`config.mk`:
```
export PLATFORM = sky130hd
export DESIGN_NAME = dcache_ctrl
export DESIGN_NICKNAME = d
export VERILOG_FILES = /design/src/dcache_pkg.sv /design/src/dcache_ctrl.sv
export SDC_FILE = /design/constraint.sdc
export NUM_CORES = 2
export LEC_CHECK = 0
export ABC_AREA = 1
export BUFFER_PORTS_ARGS = -buffer_cell sky130_fd_sc_hd__clkbuf_2
export CORE_AREA = 2 2 689 691
export CTS_BUF_LIST = sky130_fd_sc_hd__clkbuf_16
export CTS_CLUSTER_DIAMETER = 40
export DETAILED_ROUTE_END_ITERATION = 12
export DIE_AREA = 0 0 691 693
export PLACE_DENSITY = 0.3
export SLEW_MARGIN = 30
export SYNTH_ARGS = -nofsm -noshare
export SYNTH_HDL_FRONTEND = slang
export SYNTH_SLANG_ARGS = --single-unit
export TNS_END_PERCENT = 100
```
`constraint.sdc`:
```
create_clock -name clk -period 4.41 [get_ports clk]
set_clock_uncertainty 0.15 [all_clocks]
set_input_delay 0.441 -clock clk [delete_from_list [all_inputs] [get_ports clk]]
set_output_delay 0.441 -clock clk [all_outputs]
set_load 0.05 [all_outputs]
```
`src/dcache_pkg.sv`:
```
`default_nettype none

package dcache_pkg;

    // Cache geometry
    localparam int TAG_W      = 19;
    localparam int INDEX_W    = 7;
    localparam int OFFSET_W   = 4;
    localparam int INDEX_LSB  = OFFSET_W + 2;
    localparam int LINES      = 128;
    localparam int LINE_WORDS = 16;
    localparam int LINE_W     = TAG_W + LINE_WORDS * 32; // Tag in the low bits

    // Controller states
    localparam logic [2:0] CS_IDLE      = 3'd0;
    localparam logic [2:0] CS_UR_SHAKE  = 3'd1;
    localparam logic [2:0] CS_UR_RETURN = 3'd2;
    localparam logic [2:0] CS_UW_WAIT   = 3'd3;
    localparam logic [2:0] CS_CR_SHAKE  = 3'd4;
    localparam logic [2:0] CS_CR_WAIT   = 3'd5;
    localparam logic [2:0] CS_WB_WAIT   = 3'd6;
    localparam logic [2:0] CS_REFILL    = 3'd7;

    // Write channel states
    localparam logic [2:0] WS_IDLE      = 3'd0;
    localparam logic [2:0] WS_UW_SHAKE  = 3'd1;
    localparam logic [2:0] WS_UW_WRITE  = 3'd2;
    localparam logic [2:0] WS_UW_RESULT = 3'd3;
    localparam logic [2:0] WS_WB_SHAKE  = 3'd4;
    localparam logic [2:0] WS_WB_WRITE  = 3'd5;
    localparam logic [2:0] WS_WB_RESULT = 3'd6;

    typedef union packed {
        logic [31:0] flat;
        struct packed {
            logic [TAG_W-1:0]    tag;
            logic [INDEX_W-1:0]  index;
            logic [OFFSET_W-1:0] offset;
            logic [1:0]          byte_sel;
        } f;
    } dcache_addr_u;

endpackage

`default_nettype wire

```
`src/dcache_ctrl.sv`:
```
`default_nettype none

module dcache_ctrl (
    input  wire                            clk,
    input  wire                            rst,
    input  wire                            den,
    input  wire  [3:0]                     dwen,
    input  wire  [31:0]                    daddr,
    input  wire  [31:0]                    wdata,
    input  wire                            uncached,
    output logic                           data_ok,
    output logic [31:0]                    rdata,
    output logic                           busy,
    output logic                           rd_req,
    output logic [31:0]                    rd_addr,
    output logic                           rd_uncached,
    input  wire                            rd_ack,
    input  wire                            rvalid,
    input  wire  [31:0]                    rdata_bus,
    input  wire                            rlast,
    input  wire  [dcache_pkg::LINE_W-1:0]  line,
    output logic                           ram_we,
    output logic                           ram_sel_refill,
    output logic [dcache_pkg::LINE_W-1:0]  ram_wd,
    output logic                           refill_clear,
    input  wire  [dcache_pkg::LINE_WORDS-1:0][31:0] refill_line,
    output logic                           wb_start,
    output logic                           uw_start,
    input  wire                            wb_idle,
    input  wire                            uw_done
);

    import dcache_pkg::*;

    logic [2:0]                  state, state_nxt;
    logic [LINES-1:0]            valid, dirty;
    dcache_addr_u                req, line_addr;
    logic [LINE_WORDS-1:0][31:0] stored_words, hit_words;
    logic [31:0]                 mask;
    logic                        hit, is_store;

    assign req          = daddr;
    assign is_store     = |dwen;
    assign stored_words = line[LINE_W-1:TAG_W];
    assign hit          = valid[req.f.index] && (line[TAG_W-1:0] == req.f.tag);
    assign mask         = {{8{dwen[3]}}, {8{dwen[2]}}, {8{dwen[1]}}, {8{dwen[0]}}};

    always_comb begin
        line_addr            = req; // Burst starts at word 0
        line_addr.f.offset   = '0;
        line_addr.f.byte_sel = '0;
    end

    always_comb begin
        hit_words = stored_words;
        hit_words[req.f.offset] = (stored_words[req.f.offset] & ~mask) | (wdata & mask);
    end

    assign ram_wd = ram_sel_refill ? {refill_line, req.f.tag} : {hit_words, req.f.tag};

    always_ff @(posedge clk) begin
        if (rst) begin
            state <= CS_IDLE;
        end else begin
            state <= state_nxt;
        end
    end

    always_ff @(posedge clk) begin
        if (rst) begin
            valid <= '0;
            dirty <= '0;
        end else if (state == CS_REFILL) begin
            valid[req.f.index] <= 1'b1;
            dirty[req.f.index] <= is_store;
        end else if (ram_we) begin
            dirty[req.f.index] <= 1'b1; // Write hit
        end
    end

    always_comb begin
        state_nxt      = state;
        data_ok        = 1'b0;
        rdata          = 32'd0;
        busy           = 1'b1;
        rd_req         = 1'b0;
        rd_addr        = 32'd0;
        rd_uncached    = 1'b0;
        ram_we         = 1'b0;
        ram_sel_refill = 1'b0;
        refill_clear   = 1'b0;
        wb_start       = 1'b0;
        uw_start       = 1'b0;
        case (state)
            CS_IDLE: begin
                busy = 1'b0;
                if (den && uncached && is_store) begin
                    busy      = 1'b1;
                    uw_start  = 1'b1;
                    state_nxt = CS_UW_WAIT;
                end else if (den && uncached) begin
                    busy        = 1'b1;
                    rd_req      = 1'b1;
                    rd_addr     = req.flat;
                    rd_uncached = 1'b1;
                    state_nxt   = rd_ack ? CS_UR_RETURN : CS_UR_SHAKE;
                end else if (den && hit) begin
                    data_ok = 1'b1;
                    rdata   = stored_words[req.f.offset];
                    ram_we  = is_store;
                end else if (den) begin
                    busy         = 1'b1;
                    rd_req       = 1'b1;
                    rd_addr      = line_addr.flat;
                    refill_clear = 1'b1;
                    wb_start     = valid[req.f.index] && dirty[req.f.index];
                    state_nxt    = rd_ack ? CS_CR_WAIT : CS_CR_SHAKE;
                end
            end
            CS_UR_SHAKE: begin
                rd_req      = 1'b1;
                rd_addr     = req.flat;
                rd_uncached = 1'b1;
                if (rd_ack) state_nxt = CS_UR_RETURN;
            end
            CS_UR_RETURN: begin
                if (rvalid && rlast) begin
                    data_ok   = 1'b1;
                    rdata     = rdata_bus;
                    state_nxt = CS_IDLE;
                end
            end
            CS_UW_WAIT: begin
                if (uw_done) begin
                    data_ok   = 1'b1;
                    state_nxt = CS_IDLE;
                end
            end
            CS_CR_SHAKE: begin
                rd_req  = 1'b1;
                rd_addr = line_addr.flat;
                if (rd_ack) state_nxt = CS_CR_WAIT;
            end
            CS_CR_WAIT: begin
                if (rvalid && rlast) begin
                    state_nxt = wb_idle ? CS_REFILL : CS_WB_WAIT;
                end
            end
            CS_WB_WAIT: begin
                if (wb_idle) state_nxt = CS_REFILL; // Victim fully written out
            end
            CS_REFILL: begin
                ram_we         = 1'b1;
                ram_sel_refill = 1'b1;
                data_ok        = 1'b1;
                rdata          = refill_line[req.f.offset];
                state_nxt      = CS_IDLE;
            end
            default: state_nxt = CS_IDLE;
        endcase
    end

endmodule

`default_nettype wire

```
==> results.ini <==
[layout]
nNetsFinal = 9142
layout.area.seq_sq_um = 5180
drive_gt1_share_pct = 33.1
nFillCells = 55668
synthToLayoutAreaGrowth_pct = 77.9
multiInputGateArea_sq_um = 24300
design_area_sq_um = 60800

[synthesis]
avgSynthCellArea_sq_um = 5.59
ys_top_cells_by_area = nand2_1 16%, dfxtp_1 15%, o21ai_0 14%, o211ai_1 9.8%, inv_1 7.7%
ys.flop_type = dfxtp_1
synth_seq_cells = 259
synth_edf_count = 0
yosysTopAreaCell = nand2_1
synth.cell_area_sq_um = 34100
async_flop_share_pct = 0
yosys-top-cells-count = 1430 x nand2_1, 948 x o21ai_0, 703 x inv_1
synth_top_cell_area_share_pct = 15.7
yosys_warnings = 0
ys_types = 44
synthCells = 6110
synth.most_common_cell = nand2_1
syn-num-nets = 7263
yosysSeqAreaShare_pct = 15.2

[detailed_routing]
vias = 57097
wl_per_cell_microns = 38.3
ant_nets = 0
drc = 0
drt_iter0_drc = 5894
first_pass_iters = 8
drt-total-wl_mm = 551
routed_via_density = 3.96

[clock_tree]
cts_tree = yes
clk_pin_slew_ps = 40
cts-root-buf = clkbuf_16
max-clock-path-buffers = 3
htree_num_levels = 3
clock-sinks = 259
clock_latency_ps = 610
cts_made_buffers = 75

[die]
rows = 253
die_area_sq_um = 479000
dieHeight_microns = 693
initial_core_util_pct = 7.23
boundaryPins = 1756
core_area_sq_um = 472000
die_x_microns = 691

[timing]
period_minus_slack_ps = 4390
max_freq_mhz = 228
tightest_slew_ps = 1120
maxSlewViolCount = 0
whs_ps = 296
finalHoldViolCount = 0
max_slew_margin_pct = 25.2
rsz0062_at_grt = no
finalSetupTns_ps = 0
period_share_pct = 99.4
report.final.setup_viol = 0

[global_routing]
grt.total_usage_pct = 21.9
grt_pass1_vias = 54617
grt_max_degree = 138
grt_pass1_wl_mm = 669
grt_overflow = 0
antenna_found_initial = 311

[critical_path]
arrival_ps = 3790
end_kind = primary output
worstSetupStartpointType = input pin
worstPathMaxFanout = 25
required_ps = 3820
path_class = input pin to primary output

[hold_path]
hp-class = register to register

[power_and_ir_drop]
leakage_nw = 25.6
totalPowerFinal_w = 0.0180
peakVddDrop_uv = 198
powerDensity_nw_per_um2 = 296

[placement]
portBuffers = 1755
gp_congestion = 1.01
place_hpwl_mm = 483
place_area_sq_um = 57800

[run_status]
status = finished, final reports clean

[flow_run]
cap_viol_max_count = 0

final timing paths:
kind	startpoint	end	cells past startpoint	slack [ps]
max	daddr[3]	rdata[15]	10	20
min	valid[104]$_SDFFE_PP0P_	valid[104]$_SDFFE_PP0P_	2	300
max reg2reg	state[2]$_SDFFE_PP0P_	dirty[7]$_SDFFE_PP0P_	10	1350
min reg2reg	valid[104]$_SDFFE_PP0P_	valid[104]$_SDFFE_PP0P_	2	300
routing by layer:
metal | GRT usage (%) | wire (microns) | vias up
li1 | - | - | 25058
met1 | 22.8 | 192000 | 27791
met2 | 39.4 | 275000 | 3154
met3 | 5.90 | 43400 | 968
met4 | 12.9 | 40200 | 126
met5 | 0 | 869 | -
where the power goes:
part | internal, W | switching [W] | leakage [nW] | total, W
Sequential | 0.00236 | 0.0000198 | 2.09 | 0.00238
Combinational | 0.00292 | 0.00738 | 22.3 | 0.0103
Clock | 0.00361 | 0.00170 | 1.25 | 0.00531
cell families (layout without fill, tap and decap cells):
group / Yosys count / in the layout / synth area share, %
other cells: 0 / 118 / 0
xor+xnor: 19 / 19 / 0.487
flops: 259 / 259 / 15.2
mux: 30 / 30 / 1.66
buf+inv: 1290 / 3225 / 15.3
fa+ha+maj: 1 / 1 / 0.0366
compound gates: 2380 / 2380 / 42.0
simple gates: 2131 / 2132 / 25.3
stage by stage:
stage	setup WS, ps	util (%)	cells
6_report	24.9	12.9	14411
5_1_grt	8.87	12.8	14352
3_5_place_dp	-415	12.2	14143
2_1_floorplan	242	-	6110
4_1_cts	0.828	12.8	14288
3_3_place_gp	-689	12.2	14141
layout make-up:
type / instances / share of cell area [%]
multi-input combinational: 4562 / 39.9
timing repair buffer: 2375 / 29.7
tap: 6247 / 12.9
sequential: 259 / 8.53
inverter: 716 / 4.47
clock buffer: 78 / 3.21
clock inverter: 56 / 0.807
antenna: 118 / 0.486
sequential cells by signal, summed over array words and instances (netlist names):
| name | count |
|---|---|
| state | 3 |
| dirty | 128 |
| valid | 128 |
timing repair:
| action | CTS | global route |
|---|---|---|
| pin swaps | 0 | 1 |
| cloned | 0 | 1 |
| setup endpoints to repair | 56 | 6 |
| resized for setup | 11 | 3 |
| hold endpoints to repair | 2 | 0 |
| hold buffers | 1 | 0 |
| setup buffers | 10 | 3 |
cells in the final DEF, fill, tap and decap left out, drive strengths merged, types with 34 or more instances in the layout:
master	count
a22oi	104
diode	118
nand3b	41
o21ai	1034
nor2	376
inv	728
a22o	67
clkbuf	1648
o22ai	220
o211ai	448
a31o	61
dfxtp	259
nand4	41
buf	804
nand3	232
clkinv	34
a21oi	361
nand2	1432
critical path, cell delays in order:
cell	delay, ps
buf_6	190
buf_4	450
nand2_8	300
buf_12	290
o22ai_1	580
o21ai_2	390
a41oi_1	280
a21oi_1	60
nand2_1	290
buf_2	380
(Power assumes the default switching activity.)
