==> src/dcache_pkg.sv <==
`default_nettype none

package dcache_pkg;

    // Cache geometry
    localparam int TAG_W      = 19;
    localparam int INDEX_W    = 7;
    localparam int OFFSET_W   = 4;
    localparam int INDEX_LSB  = OFFSET_W + 2;
    localparam int LINES      = 128;
    localparam int LINE_WORDS = 16;
    localparam int LINE_W     = TAG_W + LINE_WORDS * 32; // Tag in the low bits

    // Controller states
    localparam logic [2:0] CS_IDLE      = 3'd0;
    localparam logic [2:0] CS_UR_SHAKE  = 3'd1;
    localparam logic [2:0] CS_UR_RETURN = 3'd2;
    localparam logic [2:0] CS_UW_WAIT   = 3'd3;
    localparam logic [2:0] CS_CR_SHAKE  = 3'd4;
    localparam logic [2:0] CS_CR_WAIT   = 3'd5;
    localparam logic [2:0] CS_WB_WAIT   = 3'd6;
    localparam logic [2:0] CS_REFILL    = 3'd7;

    // Write channel states
    localparam logic [2:0] WS_IDLE      = 3'd0;
    localparam logic [2:0] WS_UW_SHAKE  = 3'd1;
    localparam logic [2:0] WS_UW_WRITE  = 3'd2;
    localparam logic [2:0] WS_UW_RESULT = 3'd3;
    localparam logic [2:0] WS_WB_SHAKE  = 3'd4;
    localparam logic [2:0] WS_WB_WRITE  = 3'd5;
    localparam logic [2:0] WS_WB_RESULT = 3'd6;

    typedef union packed {
        logic [31:0] flat;
        struct packed {
            logic [TAG_W-1:0]    tag;
            logic [INDEX_W-1:0]  index;
            logic [OFFSET_W-1:0] offset;
            logic [1:0]          byte_sel;
        } f;
    } dcache_addr_u;

endpackage

`default_nettype wire

==> src/dcache_write_channel.sv <==
`default_nettype none

module dcache_write_channel (
    input  wire                            clk,
    input  wire                            rst,
    input  wire                            uw_start,
    input  wire                            wb_start,
    input  wire  [31:0]                    addr,
    input  wire  [dcache_pkg::TAG_W-1:0]   wb_tag,
    input  wire  [3:0]                     dwen,
    input  wire  [31:0]                    wdata,
    input  wire  [dcache_pkg::LINE_W-1:0]  line,
    output logic                           wr_req,
    output logic [31:0]                    wr_addr,
    output logic                           wr_uncached,
    output logic                           wvalid,
    output logic [31:0]                    wdata_out,
    output logic [3:0]                     wstrb,
    output logic                           wlast,
    input  wire                            wr_ack,
    input  wire                            wready,
    input  wire                            bvalid,
    output logic                           wb_idle,
    output logic                           uw_done
);

    import dcache_pkg::*;

    logic [2:0]                  state, state_nxt;
    logic [OFFSET_W-1:0]         beat;
    logic [LINE_WORDS-1:0][31:0] line_words;
    dcache_addr_u                req_addr, wb_addr;

    assign req_addr   = addr;
    assign line_words = line[LINE_W-1:TAG_W];
    assign wb_idle    = state == WS_IDLE;

    // Victim line address from the stored tag
    always_comb begin
        wb_addr            = req_addr;
        wb_addr.f.tag      = wb_tag;
        wb_addr.f.offset   = '0;
        wb_addr.f.byte_sel = '0;
    end

    always_ff @(posedge clk) begin
        if (rst) begin
            state <= WS_IDLE;
        end else begin
            state <= state_nxt;
        end
    end

    always_ff @(posedge clk) begin
        if (rst || wb_start) begin
            beat <= '0;
        end else if (state == WS_WB_WRITE && wready) begin
            beat <= beat + 1'b1;
        end
    end

    always_comb begin
        state_nxt   = state;
        wr_req      = 1'b0;
        wr_addr     = 32'd0;
        wr_uncached = 1'b0;
        wvalid      = 1'b0;
        wdata_out   = 32'd0;
        wstrb       = 4'd0;
        wlast       = 1'b0;
        uw_done     = 1'b0;
        case (state)
            WS_IDLE: begin
                if (wb_start) begin
                    state_nxt = WS_WB_SHAKE;
                end else if (uw_start) begin
                    state_nxt = WS_UW_SHAKE;
                end
            end
            WS_UW_SHAKE: begin
                wr_req      = 1'b1;
                wr_addr     = req_addr.flat;
                wr_uncached = 1'b1;
                if (wr_ack) state_nxt = WS_UW_WRITE;
            end
            WS_UW_WRITE: begin // Single beat with core strobes
                wvalid    = 1'b1;
                wdata_out = wdata;
                wstrb     = dwen;
                wlast     = 1'b1;
                if (wready) state_nxt = WS_UW_RESULT;
            end
            WS_UW_RESULT: begin
                if (bvalid) begin
                    uw_done   = 1'b1;
                    state_nxt = WS_IDLE;
                end
            end
            WS_WB_SHAKE: begin
                wr_req  = 1'b1;
                wr_addr = wb_addr.flat;
                if (wr_ack) state_nxt = WS_WB_WRITE;
            end
            WS_WB_WRITE: begin
                wvalid    = 1'b1;
                wdata_out = line_words[beat];
                wstrb     = 4'hf;
                wlast     = beat == OFFSET_W'(LINE_WORDS - 1);
                if (wready && wlast) state_nxt = WS_WB_RESULT;
            end
            WS_WB_RESULT: begin
                if (bvalid) state_nxt = WS_IDLE;
            end
            default: state_nxt = WS_IDLE;
        endcase
    end

endmodule

`default_nettype wire

==> config.mk <==
export PLATFORM = sky130hd
export DESIGN_NAME = dcache_write_channel
export DESIGN_NICKNAME = d
export VERILOG_FILES = /design/src/dcache_pkg.sv /design/src/dcache_write_channel.sv
export SDC_FILE = /design/constraint.sdc
export NUM_CORES = 1
export LEC_CHECK = 0
export BUFFER_PORTS_ARGS = -buffer_cell sky130_fd_sc_hd__buf_4
export CAP_MARGIN = 40
export CORE_AREA = 10 10 263 265
export CTS_CLUSTER_SIZE = 8
export DETAILED_ROUTE_END_ITERATION = 7
export DIE_AREA = 0 0 273 275
export PLACE_DENSITY = 0.3
export SLEW_MARGIN = 20
export SYNTH_ARGS = -nofsm -noshare
export SYNTH_HDL_FRONTEND = slang
export SYNTH_SLANG_ARGS = --single-unit
==> constraint.sdc <==
create_clock -name clk -period 2.8 [get_ports clk]
set_input_delay 0.14 -clock clk [delete_from_list [all_inputs] [get_ports clk]]
set_output_delay 0.14 -clock clk [all_outputs]
set_load 0.01 [all_outputs]
==> flow_summary_export.csv, run 1 <==
group,metric,value,unit
drt,first_pass_iters,4,
worst_setup_path,cp-end-kind,"output port",
yosys,post-synth-top-count-cell,"mux2i_1",
flow_run,cap_violations,0,
grt,antenna_found_initial,1,
clocking,clkTransAtPathRegs,0.04,ns
yosys,syn_nets,1134,
clocking,post_cts.repair.setup_buffers,0,
clocking,clkSinkCount,7,
timing,fin_crit,2.56,ns
yosys,synthTopCellsByCount,"157 x mux2i_1, 66 x mux4_2, 63 x a22oi_1, 32 x buf_2, 32 x o21ai_1",
clocking,htreeDepth,1,
yosys,synthArstFlopShare,0,
worst_setup_path,crit_arrival,2.42,ns
die,die_y,275,µm
worst_setup_path,worstSetupPathType,"flip-flop to output port",
drt,wl_per_cell,24.2,µm
worst_setup_path,worst_ep_required_time,2.66,ns
timing,rsz0062_at_grt,"no",
die,num_rows,93,
timing,maxSlewHeadroom,0.652,
placement,dpl_worst_slack,0.427,ns
drt,drc,0,
timing,report.final.slew_viol_count,0,
grt,gr-usage-all-layers,0.120,
timing,timing.fmax,391,MHz
yosys,synthCells,508,
yosys,synth-seq-area-share,0.0276,
pwr,power_density,146,nW/µm²
die,die-area,75100,µm²
finish,drive_above_1_share,0.688,
grt,grt_overflow,0,
outcome,status,"completed",
drt,wl,49.0,mm
hold_path,holdCritPathClass,"input port to flip-flop",
timing,setup_viol,0,
yosys,ys_types,34,
clocking,numCtsBuffers,3,
placement,globalplace.congestion,0.828,
clocking,ctsResizeCount,0,
drt,num_vias,7342,
clocking,clockRootBuffer,"clkbuf_16",
die,start_util,0.0793,
finish,final_cells,2026,
yosys,synthTopCellsByArea,"mux2i_1 31%, mux4_2 29%, a22oi_1 9.3%",
placement,dpl.hpwl,43.4,mm
pwr,leakage,4.75,nW
yosys,yosys.area.top_type,"mux2i_1",
yosys,synth_area,5070,µm²
clocking,clock_path_buffers,2,
timing,worst_pin_slew,0.522,ns
grt,grt_max_degree,39,
grt,grt_pass1_vias,8225,
placement,portBuffers,679,
timing,period_share,0.913,
worst_setup_path,start_kind,"flip-flop",
yosys,synth_edf_count,0,
yosys,synth.top_cell.area_share,0.310,
timing,final-hold-violation-count,0,
finish,final_nets,1798,
pwr,p_total,1.67,mW
die,fp.coreArea,63900,µm²
clocking,clk_latency,0.23,ns
timing,fin_skew,0.000395,ns
timing,fin_ws,0.245,ns
timing,tns,0,ns
clocking,cts_tree,"yes",
finish,postLayoutCoreUtil,0.179,
worst_setup_path,r2r_slack,1.19,ns
drt,drtIter0Drc,268,
die,io_pins,699,
yosys,ys_ff_latch,7,
die,die_x,273,µm
yosys,ys.flop_type,"dfxtp_1",
worst_setup_path,path_max_fanout,21,
drt,antenna_left,0,
worst_setup_path,rr_worst_depth,5,
finish,diodes,0,
finish,syn_to_final_growth,125,%
finish,num-fill-cells,7207,
clocking,cts_hold_buf,0,
pwr,peakVddDrop,180,µV
yosys,yosys_warnings,0,
placement,dp_cells,2021,
grt,grt_pass1_wl,65.0,mm
hold_path,worstHoldPathCells,2,
yosys,syn_area_per_cell,9.98,µm²
drt,via_per_inst,3.62,
sequential cells by signal, summed over array words and instances, names as in the netlist:
register,flops
beat,4
state,3
final cells by class:
cell class / instances / area [µm²] / area share
clock buffers: 4 / 78.8 / 0.00691
inverters: 1 / 3.75 / 0.000329
multi-input cells: 435 / 4580 / 0.401
flip-flops and latches: 7 / 151 / 0.0133
well taps: 855 / 1070 / 0.0937
repair buffers: 724 / 5530 / 0.485
routing by layer:
| metal | global-route usage | wire (µm) | vias up |
|---|---|---|---|
| met5 | 0 | 0 | - |
| met4 | 0.0132 | 440 | 0 |
| met3 | 0.0278 | 3420 | 18 |
| met2 | 0.221 | 25600 | 336 |
| met1 | 0.142 | 19600 | 3515 |
| li1 | - | - | 3473 |
path summary, 6_finish.rpt:
check | to | from
worst min register to register | beat[3] | beat[3]
worst max register to register | state[0] | beat[2]
worst min-delay path | state[1] | rst
worst max-delay path | wdata_out[9] | state[2]
power by group:
group,internal [mW],switching (mW),total [mW]
sequential,0.102,0.00782,0.110
clock,0.189,0.0536,0.243
combinational,0.852,0.465,1.32
total,1.14,0.526,1.67
cells by family after synthesis:
| logic type | Yosys count | share of synthesized area |
|---|---|---|
| mux | 224 | 0.606 |
| compound gates | 160 | 0.232 |
| buf+inv | 66 | 0.0753 |
| simple gates | 47 | 0.0521 |
| flops | 7 | 0.0276 |
| xor+xnor | 3 | 0.00518 |
| fa+ha+maj | 1 | 0.00247 |
per-stage QoR:
step / hold slack (ns) / area, µm²
6_report: 0.142 / 11400
5_1_grt: 0.150 / 11400
4_1_cts: 0.146 / 11400
3_5_place_dp: 0.385 / 11300
3_3_place_gp: 0.385 / 11300
2_1_floorplan: 0.209 / 5070
critical path: stages (launching register included):
cell     delay, ns
dfxtp_1       0.52
and3b_1       0.52
and2b_2       0.24
buf_4         0.35
a32oi_1       0.16
o21ai_1       0.17
buf_4         0.19
placed cells by master, fill, tap and decap left out, types with 2 or more instances in the layout:
| cell | instances |
|---|---|
| buf_4 | 716 |
| mux2i_1 | 157 |
| mux4_2 | 66 |
| a22oi_1 | 63 |
| o21ai_1 | 32 |
| a32oi_1 | 31 |
| a22o_1 | 19 |
| nor2b_1 | 10 |
| nor2_1 | 7 |
| and2_1 | 7 |
| buf_12 | 7 |
| nor3_1 | 5 |
| a21o_1 | 4 |
| nand2_1 | 4 |
| a21oi_1 | 4 |
| dfxtp_1 | 4 |
| o21ai_0 | 3 |
| xor2_1 | 3 |
| dfxtp_4 | 3 |
| clkbuf_16 | 3 |
| nor2b_4 | 2 |
| o21bai_1 | 2 |
| nand3_1 | 2 |
No activity file was read; power rests on OpenSTA's default activity.
==> run 2, diff against run 1 <==
==> constraint.sdc (replaced) <==
create_clock -name clk -period 2.8 [get_ports clk]
set_input_delay 0 -clock clk [delete_from_list [all_inputs] [get_ports clk]]
set_output_delay 0 -clock clk [all_outputs]
set_load 0.01 [all_outputs]
==> flow_summary_export.csv, run 2 (same netlist as run 1, synthesis figures left out) <==
group,metric,value,unit
outcome,status,"completed",
finish,drive_above_1_share,0.684,
finish,regMostFlops,"beat",
worst_setup_path,crit_start,"beat[2]",
grt,grt_pass1_vias,8127,
clocking,clkTransAtPathRegs,0.04,ns
timing,final-hold-violation-count,0,
finish,layout_common_cells,"706 x buf_4, 157 x mux2i_1, 66 x mux4_2",
drt,drc,0,
finish,largest_register_ff_count,4,
clocking,post_cts.repair.setup_buffers,0,
timing,period_share,0.870,
die,die_x,273,µm
drt,wl,49.3,mm
die,die-area,75100,µm²
worst_setup_path,crit_arrival,2.44,ns
worst_setup_path,cp_slowest_cell,"a22oi_1",
clocking,clockRootBuffer,"clkbuf_16",
worst_setup_path,path_delay_family,"compound AO/OA/AOI/OAI gates",
timing,timing.fmax,410,MHz
timing,maxSlewHeadroom,0.445,
worst_setup_path,endpoint,"wdata_out[31]",
drt,antenna_left,0,
placement,placed_area,11200,µm²
clocking,clkSinkCount,7,
worst_setup_path,path_cells,"nor2b_4, buf_4, a22oi_1, a32oi_1, o21ai_1, buf_4",
worst_setup_path,start_kind,"flip-flop",
placement,portBuffers,679,
grt,grt_overflow,0,
placement,dp_cells,2011,
clocking,cts_tree,"yes",
die,io_pins,699,
worst_setup_path,r2r_slack,0.87,ns
worst_setup_path,cp-end-kind,"output port",
drt,num_vias,7382,
grt,gr-usage-all-layers,0.120,
pwr,power_density,147,nW/µm²
worst_setup_path,path_depth,6,
worst_setup_path,crit_top_cell,"buf_4",
drt,via_per_inst,3.66,
die,start_util,0.0793,
placement,dpl.hpwl,43.0,mm
timing,fin_skew,0.00172,ns
timing,report.final.slew_viol_count,0,
timing,rsz0062_at_grt,"no",
grt,grt_max_degree,52,
drt,first_pass_iters,4,
placement,globalplace.congestion,0.821,
timing,tns,0,ns
pwr,p_total,1.67,mW
hold_path,holdCritPathClass,"input port to flip-flop",
grt,antenna_found_initial,3,
clocking,htreeDepth,1,
finish,mostFrequentLayoutCell,"buf_4",
flow_run,cap_violations,0,
timing,worst_pin_slew,0.833,ns
finish,final_nets,1790,
worst_setup_path,worstSetupPathType,"flip-flop to output port",
worst_setup_path,worst_ep_required_time,2.80,ns
worst_setup_path,rr_worst_depth,5,
die,die_y,275,µm
die,fp.coreArea,63900,µm²
finish,design_area,11400,µm²
worst_setup_path,path_max_fanout,16,
pwr,peakVddDrop,131,µV
clocking,clk_latency,0.23,ns
drt,drtIter0Drc,290,
worst_setup_path,cp_slowest_stage_delay,0.71,ns
clocking,clock_path_buffers,2,
worst_setup_path,r2r-end,"beat[2]",
worst_setup_path,worstReg2RegStart,"state[0]",
finish,final_cells,2019,
clocking,numCtsBuffers,3,
finish,reg_top3,"beat x4, state x3",
worst_setup_path,critPathBufInv,2,
die,num_rows,93,
finish,syn_to_final_growth,124,%
grt,grt_pass1_wl,64.9,mm
timing,setup_viol,0,
pwr,leakage,4.71,nW
timing,fin_crit,2.44,ns
drt,wl_per_cell,24.4,µm
run 2: report_power, final:
group	internal [mW]	switching, mW
Clock	0.190	0.0590
Sequential	0.102	0.0128
Combinational	0.847	0.458
run 2: what timing repair did:
item	in CTS	in global routing
endpoints found under the hold margin	5	0
resized for setup	0	0
endpoints found under the setup margin	0	0
hold buffers	3	0
run 2: through the flow:
step | hold slack [ns] | util | setup WS (ns)
final | 0.137 | 0.178 | 0.363
after global routing | 0.192 | 0.178 | 0.246
after CTS | 0.138 | 0.178 | 0.340
after detailed placement | 0.228 | 0.176 | 0.574
after global placement | 0.237 | 0.176 | 0.604
after floorplan | 0.0691 | - | 1.35
run 2: final cells by class:
type	count	area, µm²
antenna	1	2.50
clock buffer	4	78.8
fill	7265	52500
inverter	1	3.75
multi-input combinational	435	4580
sequential	7	151
tap	855	1070
timing repair buffer	716	5470
run 2: tightest hold or removal path, stage by stage:
cell and delay, ns:
buf_4 0.11, nor2_1 0.04, o21bai_1 0.11, a21oi_1 0.06
run 2: worst min path at each step:
| stage | from | to | slack [ns] | cells past startpoint |
|---|---|---|---|---|
| finish | bvalid | state[0] | 0.14 | 4 |
| global route | wr_ack | state[0] | 0.19 | 4 |
| CTS | bvalid | state[0] | 0.14 | 4 |
| detailed placement | wb_start | beat[2] | 0.23 | 2 |
| global placement | wb_start | beat[1] | 0.24 | 2 |
| floorplan | rst | state[0] | 0.07 | 1 |
run 2: routing by layer:
metal | global-route usage | wire length [µm] | vias to the layer above
met3 | 0.0305 | 3670 | 13
met2 | 0.220 | 25600 | 363
met5 | 0 | 0 | -
met4 | 0.0110 | 312 | 0
met1 | 0.143 | 19700 | 3548
li1 | - | - | 3458
==> run 3, diff against run 2 <==
--- a/config.mk
+++ b/config.mk
@@ -13,4 +13,5 @@
 export DIE_AREA = 0 0 273 275
 export PLACE_DENSITY = 0.3
+export SKIP_CTS_REPAIR_TIMING = 1
 export SLEW_MARGIN = 20
 export SYNTH_ARGS = -nofsm -noshare
==> constraint.sdc (replaced) <==
create_clock -name clk -period 2.8 [get_ports clk]
set_input_delay 0 -clock clk [delete_from_list [all_inputs] [get_ports clk]]
set_output_delay 0 -clock clk [all_outputs]
set_load 0.05 [all_outputs]
==> flow_summary_export.csv, run 3 (same netlist as run 1, synthesis figures left out) <==
group,metric,value,unit
outcome,status,"completed",
flow_run,cap_violations,0,
timing,fin_skew,0.000554,ns
finish,mostFrequentLayoutCell,"buf_4",
timing,maxSlewHeadroom,0.449,
finish,syn_to_final_growth,124,%
die,die_x,273,µm
drt,num_vias,7372,
worst_setup_path,cp-end-kind,"output port",
placement,dpl.hpwl,43.2,mm
grt,gr-usage-all-layers,0.121,
timing,setup_viol,0,
placement,globalplace.congestion,0.835,
worst_setup_path,path_cells,"buf_4, mux4_2, mux2i_1, buf_4, o21ai_1, buf_4",
worst_setup_path,worstSetupPathType,"flip-flop to output port",
clocking,cts_tree,"yes",
worst_setup_path,worst_ep_required_time,2.80,ns
pwr,peakVddDrop,149,µV
pwr,leakage,4.70,nW
clocking,clk_latency,0.23,ns
pwr,power_density,171,nW/µm²
timing,fin_crit,2.46,ns
clocking,clkSinkCount,7,
drt,antenna_left,0,
clocking,numCtsBuffers,3,
grt,grt_pass1_wl,65.6,mm
die,io_pins,699,
worst_setup_path,path_max_fanout,36,
finish,reg_top3,"beat x4, state x3",
die,num_rows,93,
die,die-area,75100,µm²
timing,final-hold-violation-count,0,
grt,grt_max_degree,38,
drt,drc,0,
worst_setup_path,start_kind,"flip-flop",
worst_setup_path,path_delay_family,"buffers and inverters",
grt,grt_pass1_vias,8162,
timing,rsz0062_at_grt,"no",
finish,final_nets,1789,
drt,drtIter0Drc,333,
die,fp.coreArea,63900,µm²
hold_path,holdCritPathClass,"input port to flip-flop",
timing,report.final.slew_viol_count,0,
finish,regMostFlops,"beat",
timing,period_share,0.878,
timing,timing.fmax,407,MHz
clocking,clock_path_buffers,2,
finish,layout_common_cells,"707 x buf_4, 157 x mux2i_1, 66 x mux4_2",
die,die_y,275,µm
clocking,clkTransAtPathRegs,0.04,ns
drt,via_per_inst,3.65,
worst_setup_path,cp_slowest_cell,"dfxtp_4",
grt,antenna_found_initial,2,
finish,drive_above_1_share,0.685,
placement,portBuffers,679,
timing,tns,0,ns
drt,wl_per_cell,24.4,µm
worst_setup_path,crit_top_cell,"buf_4",
finish,largest_register_ff_count,4,
clocking,htreeDepth,1,
grt,grt_overflow,0,
drt,wl,49.4,mm
clocking,clockRootBuffer,"clkbuf_16",
worst_setup_path,crit_arrival,2.46,ns
die,start_util,0.0793,
worst_setup_path,cp_slowest_stage_delay,0.55,ns
pwr,p_total,1.94,mW
timing,worst_pin_slew,0.827,ns
worst_setup_path,critPathBufInv,3,
drt,first_pass_iters,4,
[run 3: cell count changes in the layout (fill, tap and decap cells not counted), sizes merged]
cell	before	now
buf	713	714
dlygate4sd3	3	1
diode	1	2
[run 3: layer usage]
metal,vias up,routed length (µm),global-route usage
li1,3466,-,-
met1,3544,19800,0.143
met2,352,25800,0.223
met3,10,3420,0.0289
met4,0,290,0.0100
met5,-,0,0
[run 3: power breakdown]
group / total (mW) / switching, mW / internal [mW]
sequential: 0.115 / 0.0131 / 0.102
clock: 0.245 / 0.0551 / 0.190
combinational: 1.58 / 0.729 / 0.851
[run 3: worst paths after layout]
path,to,start,slack (ns),cells after the start
max reg2reg,beat[3],beat[1],1.16,4
min,beat[2],rst,0.002,2
min reg2reg,beat[3],beat[3],0.62,2
max,wdata_out[15],beat[1],0.34,6
[run 3: area by class of cell]
cell class / instances / area (µm²)
Tap cell: 855 / 1070
Fill cell: 7252 / 52500
Multi-Input combinational cell: 435 / 4580
Clock buffer: 4 / 78.8
Timing Repair Buffer: 715 / 5460
Sequential cell: 7 / 151
Antenna cell: 2 / 5.00
Inverter: 1 / 3.75
[run 3: per-stage QoR]
step	util	cells	area (µm²)	hold WS, ns	setup WS, ns
floorplan	-	508	5070	0.0691	0.890
global placement	0.176	2012	11300	0.235	0.499
detailed placement	0.176	2012	11300	0.235	0.494
CTS	0.177	2016	11300	-0.00694	0.245
global route	0.178	2018	11300	0.0107	0.167
finish	0.178	2019	11300	0.00178	0.341
[run 3: worst reg2reg max path: cells and delay by family, from the launching register on]
kind | cells | cell delay, ns
and+or+nand+nor | 3 | 0.84
xor gates and xnor gates | 1 | 0.17
DFF | 1 | 0.55
